==> config.mk <==
export PLATFORM = sky130hd
export DESIGN_NAME = memtest_top
export DESIGN_NICKNAME = d
export VERILOG_FILES = /design/src/memtest_pkg.sv /design/src/memtest_apb_regs.sv /design/src/memtest_pattern_gen.sv /design/src/memtest_sequencer.sv /design/src/memtest_result_log.sv /design/src/memtest_top.sv
export SDC_FILE = /design/constraint.sdc
export NUM_CORES = 1
export LEC_CHECK = 0
export BUFFER_PORTS_ARGS = -buffer_cell sky130_fd_sc_hd__buf_2
export CORE_MARGIN = 3
export CORE_UTILIZATION = 60
export DETAILED_ROUTE_END_ITERATION = 8
export PLACE_DENSITY = 0.83
export SYNTH_ARGS = -nofsm -noshare
export SYNTH_HDL_FRONTEND = slang
export SYNTH_SLANG_ARGS = --single-unit
==> constraint.sdc <==
create_clock -name clk -period 7.8 [get_ports clk]
set_input_delay 1.17 -clock clk [delete_from_list [all_inputs] [get_ports clk]]
set_output_delay 1.17 -clock clk [all_outputs]
set_load 0.005 [all_outputs]
==> src/memtest_pkg.sv <==
package memtest_pkg;

   localparam int APP_ADDR_W = 30;        // Native-port address width of the controller.
   localparam int DATA_W = 32;

   typedef logic [APP_ADDR_W-1:0] app_addr_t;
   typedef logic [DATA_W-1:0]     data_t;
   typedef logic [15:0]           iter_t;
   typedef logic [7:0]            err_cnt_t;

   typedef enum logic [2:0] {
      CMD_WRITE = 3'd0,
      CMD_READ  = 3'd1
   } app_cmd_e;

   typedef enum logic [3:0] {
      S_IDLE,
      S_WRITE_WAIT,
      S_WRITE_CMD,
      S_WRITE_END,
      S_READ_START,
      S_READ_CMD,
      S_READ_NEXT,
      S_WAIT_READS,
      S_RESEED
   } seq_state_e;

   typedef struct packed {
      logic       psel;
      logic       penable;
      logic       pwrite;
      logic [7:0] paddr;
      data_t      pwdata;
   } apb_req_t;

   typedef struct packed {
      data_t prdata;
      logic  pready;
      logic  pslverr;
   } apb_rsp_t;

   // Signals driven towards the DDR3 controller.
   typedef struct packed {
      app_addr_t addr;
      app_cmd_e  cmd;
      logic      en;
      data_t     wdf_data;
      logic      wdf_wren;
      logic      wdf_end;
   } app_req_t;

   typedef struct packed {
      data_t rd_data;
      logic  rd_data_end;
      logic  rd_data_valid;
      logic  rdy;
      logic  wdf_rdy;
   } app_rsp_t;

   localparam logic [7:0] REG_CTRL     = 8'h00;
   localparam logic [7:0] REG_INCR     = 8'h04;
   localparam logic [7:0] REG_STOP     = 8'h08;
   localparam logic [7:0] REG_STATUS   = 8'h0C;
   localparam logic [7:0] REG_ERR_ADDR = 8'h10;

endpackage

==> src/memtest_apb_regs.sv <==
`timescale 1ns/1ps

module memtest_apb_regs import memtest_pkg::*; (
   input  logic      clk,
   input  logic      reset,
   input  apb_req_t  apb_req,
   input  logic      pass,
   input  logic      fail,
   input  err_cnt_t  errors,
   input  iter_t     iteration,
   input  app_addr_t err_addr,
   output apb_rsp_t  apb_rsp,
   output logic      run,
   output logic      clear_fail,
   output logic      start,
   output app_addr_t incr,
   output app_addr_t stop
);

   logic  access;
   logic  wr_en;
   logic  addr_ok;
   logic  run_d;
   data_t rdata;

   assign access = apb_req.psel && apb_req.penable;   // Second cycle of a transfer.
   assign wr_en  = access && apb_req.pwrite;

   // Write side. Everything lands at the end of the access cycle.
   always_ff @(posedge clk) begin
      if (reset) begin
         run        <= 1'b0;
         clear_fail <= 1'b0;
         incr       <= '0;
         stop       <= '0;
      end else begin
         clear_fail <= 1'b0;                           // Pulse lasts a single cycle.
         if (wr_en) begin
            case (apb_req.paddr)
               REG_CTRL: begin
                  run        <= apb_req.pwdata[0];
                  clear_fail <= apb_req.pwdata[1];
               end
               REG_INCR: incr <= apb_req.pwdata[APP_ADDR_W-1:0];
               REG_STOP: stop <= apb_req.pwdata[APP_ADDR_W-1:0];
               default: ;
            endcase
         end
      end
   end

   // A rising run bit starts a fresh test on the following clock.
   always_ff @(posedge clk) begin
      if (reset) begin
         run_d <= 1'b0;
      end else begin
         run_d <= run;
      end
   end

   assign start = run && !run_d;

   // Read multiplexer, valid during the access cycle.
   always_comb begin
      addr_ok = 1'b1;
      rdata   = '0;
      case (apb_req.paddr)
         REG_CTRL:     rdata = {30'd0, clear_fail, run};
         REG_INCR:     rdata = {{(DATA_W-APP_ADDR_W){1'b0}}, incr};
         REG_STOP:     rdata = {{(DATA_W-APP_ADDR_W){1'b0}}, stop};
         REG_STATUS:   rdata = {iteration, errors, 6'd0, fail, pass};
         REG_ERR_ADDR: rdata = {{(DATA_W-APP_ADDR_W){1'b0}}, err_addr};
         default:      addr_ok = 1'b0;
      endcase
   end

   assign apb_rsp.prdata  = rdata;
   assign apb_rsp.pready  = 1'b1;                      // No wait states.
   assign apb_rsp.pslverr = access && !addr_ok;

endmodule

==> src/memtest_pattern_gen.sv <==
`timescale 1ns/1ps

module memtest_pattern_gen import memtest_pkg::*; (
   input  logic      clk,
   input  logic      reset,
   input  logic      load_seed,
   input  iter_t     iteration,
   input  logic      step,
   input  app_addr_t wr_addr,
   input  app_addr_t vfy_addr,
   output data_t     wr_data,
   output data_t     exp_data,
   output logic      nonzero
);

   data_t lfsr;

   // Taps at bits 31, 21, 1 and 0.
   always_ff @(posedge clk) begin
      if (reset) begin
         lfsr <= '0;
      end else if (load_seed) begin
         lfsr <= {iteration, ~iteration};              // Seed differs every iteration.
      end else if (step) begin
         lfsr <= {lfsr[30:0], lfsr[31] ^ lfsr[21] ^ lfsr[1] ^ lfsr[0]};
      end
   end

   // The address is folded in so that aliased addresses show up as errors.
   assign wr_data  = lfsr ^ {{(DATA_W-APP_ADDR_W){1'b0}}, wr_addr};
   assign exp_data = lfsr ^ {{(DATA_W-APP_ADDR_W){1'b0}}, vfy_addr};

   assign nonzero = |lfsr;   // An all-zero register would never move.

endmodule

==> src/memtest_sequencer.sv <==
`timescale 1ns/1ps

module memtest_sequencer import memtest_pkg::*; (
   input  logic      clk,
   input  logic      reset,
   input  logic      run,
   input  logic      calib_done,
   input  app_addr_t incr,
   input  app_addr_t stop,
   input  app_rsp_t  app_rsp,
   output app_req_t  app_req,
   output logic      load_seed,
   output logic      step,
   output app_addr_t vfy_addr,
   output iter_t     iteration,
   output logic      iteration_done,
   output logic      rd_beat
);

   seq_state_e state;
   seq_state_e next_state;
   app_addr_t  addr;
   logic       reset_addr;
   logic       incr_addr;
   logic       wr_beat;
   logic       writing;
   logic       reading;
   logic       reads_done;

   assign writing = state inside {S_WRITE_WAIT, S_WRITE_CMD, S_WRITE_END};
   assign reading = state inside {S_READ_START, S_READ_CMD, S_READ_NEXT, S_WAIT_READS};
   assign rd_beat = reading && app_rsp.rd_data_valid;
   assign step    = wr_beat || rd_beat;                // One LFSR shift per beat.

   always_comb begin
      next_state       = state;
      app_req.addr     = addr;
      app_req.cmd      = writing ? CMD_WRITE : CMD_READ;
      app_req.en       = 1'b0;
      app_req.wdf_data = '0;                           // Payload comes from the pattern generator.
      app_req.wdf_wren = 1'b0;
      app_req.wdf_end  = 1'b0;
      load_seed        = 1'b0;
      reset_addr       = 1'b0;
      incr_addr        = 1'b0;
      wr_beat          = 1'b0;
      iteration_done   = 1'b0;
      case (state)
         S_IDLE: begin
            if (run && calib_done && app_rsp.rdy && app_rsp.wdf_rdy) begin
               reset_addr = 1'b1;
               load_seed  = 1'b1;
               next_state = S_WRITE_CMD;
            end
         end
         S_WRITE_WAIT: begin
            if (app_rsp.rdy && app_rsp.wdf_rdy) next_state = S_WRITE_CMD;
         end
         S_WRITE_CMD: begin
            // Command and first beat go out together.
            app_req.en       = 1'b1;
            app_req.wdf_wren = 1'b1;
            if (app_rsp.rdy && app_rsp.wdf_rdy) begin
               wr_beat    = 1'b1;
               next_state = S_WRITE_END;
            end
         end
         S_WRITE_END: begin
            app_req.wdf_wren = 1'b1;
            app_req.wdf_end  = 1'b1;
            if (app_rsp.wdf_rdy) begin
               wr_beat = 1'b1;
               if (!run) begin
                  next_state = S_IDLE;                 // Burst is complete, safe to stop.
               end else if (addr == stop) begin
                  reset_addr = 1'b1;
                  next_state = S_READ_START;
               end else begin
                  incr_addr  = 1'b1;
                  next_state = app_rsp.rdy ? S_WRITE_CMD : S_WRITE_WAIT;
               end
            end
         end
         S_READ_START: begin
            if (app_rsp.rdy) begin
               load_seed  = 1'b1;                      // Replay the write sequence.
               next_state = S_READ_CMD;
            end
         end
         S_READ_CMD: begin
            app_req.en = 1'b1;
            if (app_rsp.rdy) next_state = S_READ_NEXT;
         end
         S_READ_NEXT: begin
            if (!run) begin
               next_state = S_IDLE;
            end else if (app_rsp.rdy) begin
               if (addr == stop) begin
                  next_state = S_WAIT_READS;
               end else begin
                  incr_addr  = 1'b1;
                  next_state = S_READ_CMD;
               end
            end
         end
         S_WAIT_READS: begin
            if (!run) begin
               next_state = S_IDLE;
            end else if (reads_done) begin
               reset_addr     = 1'b1;
               iteration_done = 1'b1;
               next_state     = S_RESEED;
            end
         end
         S_RESEED: begin
            load_seed  = 1'b1;                         // Picks up the new iteration count.
            next_state = S_WRITE_WAIT;
         end
         default: next_state = S_IDLE;
      endcase
   end

   always_ff @(posedge clk) begin
      if (reset) begin
         state      <= S_IDLE;
         addr       <= '0;
         vfy_addr   <= '0;
         reads_done <= 1'b0;
         iteration  <= '0;
      end else begin
         state <= next_state;
         if (reset_addr) begin
            addr       <= '0;
            vfy_addr   <= '0;
            reads_done <= 1'b0;
         end else begin
            if (incr_addr) addr <= addr + incr;
            // The verify address parks at stop once the last burst is back.
            if (rd_beat && app_rsp.rd_data_end) begin
               if (vfy_addr == stop) reads_done <= 1'b1;
               else vfy_addr <= vfy_addr + incr;
            end
         end
         if (state == S_IDLE) iteration <= '0;
         else if (iteration_done) iteration <= iteration + 1'b1;
      end
   end

endmodule

==> src/memtest_result_log.sv <==
`timescale 1ns/1ps

module memtest_result_log import memtest_pkg::*; (
   input  logic      clk,
   input  logic      reset,
   input  logic      start,
   input  logic      clear_fail,
   input  logic      rd_beat,
   input  data_t     rd_data,
   input  data_t     exp_data,
   input  app_addr_t vfy_addr,
   input  logic      iteration_done,
   input  logic      nonzero,
   input  logic      run,
   output logic      pass,
   output logic      fail,
   output err_cnt_t  errors,
   output app_addr_t err_addr
);

   logic mismatch;

   assign mismatch = rd_beat && (rd_data != exp_data);

   always_ff @(posedge clk) begin
      if (reset) begin
         pass <= 1'b0;
      end else if (!run || clear_fail || mismatch) begin
         pass <= 1'b0;
      end else if (iteration_done && !fail && nonzero) begin
         pass <= 1'b1;   // A clean pass over the whole range.
      end
   end

   always_ff @(posedge clk) begin
      if (reset) begin
         fail     <= 1'b0;
         errors   <= '0;
         err_addr <= '0;
      end else if (start || clear_fail) begin
         fail     <= 1'b0;
         errors   <= '0;
         err_addr <= '0;
      end else if (mismatch) begin
         fail <= 1'b1;                                 // Sticky until cleared.
         if (errors == '0) err_addr <= vfy_addr;       // Only the first failure is kept.
         if (errors != '1) errors <= errors + 1'b1;
      end
   end

endmodule

==> src/memtest_top.sv <==
`timescale 1ns/1ps

module memtest_top import memtest_pkg::*; (
   input  logic     clk,
   input  logic     reset,
   input  apb_req_t apb_req,
   input  logic     calib_done,
   input  app_rsp_t app_rsp,
   output apb_rsp_t apb_rsp,
   output app_req_t app_req
);

   logic      run;
   logic      clear_fail;
   logic      start;
   app_addr_t incr;
   app_addr_t stop;
   logic      pass;
   logic      fail;
   err_cnt_t  errors;
   app_addr_t err_addr;
   iter_t     iteration;
   app_req_t  seq_req;
   logic      load_seed;
   logic      step;
   app_addr_t vfy_addr;
   logic      iteration_done;
   logic      rd_beat;
   data_t     wr_data;
   data_t     exp_data;
   logic      nonzero;

   // Write payload joins the sequencer's command fields here.
   always_comb begin
      app_req          = seq_req;
      app_req.wdf_data = wr_data;
   end

   memtest_apb_regs u_regs (
      .clk(clk), .reset(reset), .apb_req(apb_req),
      .pass(pass), .fail(fail), .errors(errors), .iteration(iteration),
      .err_addr(err_addr), .apb_rsp(apb_rsp), .run(run), .clear_fail(clear_fail),
      .start(start), .incr(incr), .stop(stop)
   );

   memtest_sequencer u_seq (
      .clk(clk), .reset(reset), .run(run), .calib_done(calib_done),
      .incr(incr), .stop(stop), .app_rsp(app_rsp), .app_req(seq_req),
      .load_seed(load_seed), .step(step), .vfy_addr(vfy_addr),
      .iteration(iteration), .iteration_done(iteration_done), .rd_beat(rd_beat)
   );

   memtest_pattern_gen u_pattern (
      .clk(clk), .reset(reset), .load_seed(load_seed), .iteration(iteration),
      .step(step), .wr_addr(seq_req.addr), .vfy_addr(vfy_addr),
      .wr_data(wr_data), .exp_data(exp_data), .nonzero(nonzero)
   );

   memtest_result_log u_log (
      .clk(clk), .reset(reset), .start(start), .clear_fail(clear_fail),
      .rd_beat(rd_beat), .rd_data(app_rsp.rd_data), .exp_data(exp_data),
      .vfy_addr(vfy_addr), .iteration_done(iteration_done), .nonzero(nonzero),
      .run(run), .pass(pass), .fail(fail), .errors(errors), .err_addr(err_addr)
   );

endmodule

==> reports/qor.csv <==
stage;metric;value;unit
yosys;synth_flop_cell;dfxtp_1;
routing;viasPerCell;6.31;
timing;fin_tns_setup;0;ns
finish;regArea;4320;um^2
timing;post-route-worst-setup-slack;3.24;ns
clocking;cts.htree.levels;1;
global_routing;grt_pass1_vias;12219;
yosys;synthTopCellsByCount;dfxtp_1, nor2_1, nand2_1, a21oi_1, xor2_1;
yosys;yosysSeqAreaShare;31.9;%
timing;fmax;219;MHz
yosys;async_flop_share;0;%
timing;tightestPinTransition;1.16;ns
status;status;finished clean;
floorplanning;die_w;156;um
floorplanning;design.core.area;22000;um^2
finish;final_nets;1926;
yosys;syn_avg_cell_area;8.25;um^2
clocking;cts_setup_buffers;0;
floorplanning;die_height;156;um
clocking;cts.sinks;216;
finish;layout-drive-gt1-share;15.2;%
clocking;clockRootBuffer;clkbuf_16;
global_routing;overflow;0;
timing;slew_headroom;22.6;%
timing;min_period_over_period;58.5;%
routing;routed_wl;46100;um
timing;hold_violations;0;
timing;slew_violations;0;
timing;grt_setup_unrepaired;no;
placement;place.gp.congestion;0.976;
clocking;cts_tree;yes;
clocking;cts_resized;0;
clocking;cts_buffer_depth;3;
yosys;postSynthCellCount;1646;
worst_setup_path;path_class;primary input to primary output;
floorplanning;rows;54;
yosys;synth-edff-count;0;
yosys;syn_area;13600;um^2
timing;period_needed;4.56;ns
power;leakage;7.06;nW
clocking;clkTransAtPathRegs;0.06;ns
finish;multi_input_area;8790;um^2
routing;drc;0;
power;powerDensity;156;nW/um^2
clocking;numCtsBuffers;24;
routing;ant_nets;0;
yosys;synth-seq-cells;216;
timing;finalClockSkew;0.0296;ns
finish;fin_area;15400;um^2
yosys;synth_cell_type_count;76;
placement;place_ws;3.35;ns
clocking;holdBufCountCts;0;
global_routing;grt_pass1_wl;69200;um
worst_setup_path;end_kind;primary output;
placement;dp_hpwl;34600;um
hold_path;hold_path.class;flip-flop to flip-flop;
finish;fill_cells;1845;
power;ir_drop;0.138;mV
worst_setup_path;crit_required;6.63;ns
yosys;ys.warnings.count;0;
routing;drt_pass1_iterations;6;
yosys;yosysTopAreaCellShare;31.9;%
yosys;synthTopCellsByArea;dfxtp_1, xor2_1, mux2i_1;
floorplanning;io_pins;184;
yosys;synth_top_area_cell;dfxtp_1;
finish;area_growth;13.5;%
floorplanning;die-area;24500;um^2
global_routing;grt.total_usage;36.4;%
placement;placement.io_buffers;178;
routing;route.vias.total;13106;
worst_setup_path;crit_arrival;3.39;ns
clocking;clock_latency;0.54;ns
routing;first_iter_violations;1565;
global_routing;grt_max_degree;102;
yosys;yosysMostFrequentCell;dfxtp_1;
job;cap_violations;0;
global_routing;antenna_found_initial;0;
finish;diodes;0;
placement;placed_cell_area;14600;um^2
worst_setup_path;crit_fanout;31;
worst_setup_path;startpoint_type;primary input;
routing;wl_per_cell;22.2;um
timing;setup_viol;0;
floorplanning;start_util;61.6;%
power by group:
group          internal [mW]  switching, mW
Combinational         0.0303         0.0539
Clock                  0.740          0.476
Sequential              1.10       0.000279
cells by family after synthesis:
kind of cell | synth area share, %
buf+inv | 3.69
xor+xnor | 14.0
fa+ha+maj | 5.92
simple gates | 18.5
other cells | 0.0553
compound gates | 17.1
mux | 8.94
flops | 31.9
worst max-delay path: stages:
cell,delay [ns]
buf_2,0.76
nor4b_2,0.46
buf_4,0.43
a22oi_1,0.15
o21ai_0,0.18
buf_2,0.20
stage by stage:
step	std cells	utilization [%]	hold WS, ns	total power [mW]
4_1_cts	2078	69.9	0.503	2.41
3_5_place_dp	2035	66.1	0.488	1.21
3_3_place_gp	2035	66.1	0.477	1.21
5_1_grt	2078	69.9	0.527	2.46
2_1_floorplan	1647	-	0.458	1.17
6_report	2078	69.9	0.509	2.40
placed cells by master, fill, tap and decap left out, drive strengths merged, types with 7 or more instances in the layout:
cell | netlist | layout
a211oi | 32 | 32
a21o | 21 | 21
a21oi | 152 | 152
a22oi | 21 | 21
a31oi | 7 | 7
and3 | 14 | 14
buf | 29 | 192
clkbuf | 55 | 33
dfxtp | 216 | 216
ha | 61 | 61
inv | 24 | 24
mux2 | 18 | 18
mux2i | 101 | 101
nand2 | 178 | 178
nand2b | 11 | 11
nand3 | 29 | 29
nand4 | 33 | 33
nor2 | 201 | 201
nor2b | 7 | 7
nor3 | 23 | 23
nor3b | 9 | 9
nor4 | 22 | 22
o21a | 8 | 8
o21ai | 64 | 64
o21bai | 13 | 13
xnor2 | 95 | 95
xor2 | 122 | 122
area by class of cell:
type	count	share of cell area (%)
Tap cell	280	2.27
Inverter	24	0.585
Sequential cell	216	28.1
Multi-Input combinational cell	1323	57.0
Clock buffer	33	4.65
Timing Repair Buffer	192	6.48
Clock inverter	10	0.894
path summary, 6_finish.rpt:
check / slack (ns) / end / from / cells past startpoint
setup / recovery: 3.24 / apb_rsp[20] / apb_req[34] / 6
hold / removal: 0.51 / u_log.err_addr[19] / u_log.err_addr[19] / 2
setup reg to reg: 4.05 / u_log.err_addr[16] / u_seq.state[2] / 6
hold reg to reg: 0.51 / u_log.err_addr[19] / u_log.err_addr[19] / 2
state kept, by name, indices dropped and copies added (netlist names), 4 cells and up:
name             flops
u_pattern.lfsr      32
u_log.err_addr      30
u_regs.incr         30
u_regs.stop         30
u_seq.addr          30
u_seq.vfy_addr      30
u_seq.iteration     16
u_log.errors         8
u_seq.state          4
metal layers:
layer  up-vias  share of wire (%)  GRT usage (%)
met3       107                 10           6.14
met4         0                4.1           13.9
li1       6086                  -              -
met1      6200                 41           49.9
met5         -                  0              0
met2       713                 45           57.6
No activity file was read; power rests on OpenSTA's default activity.
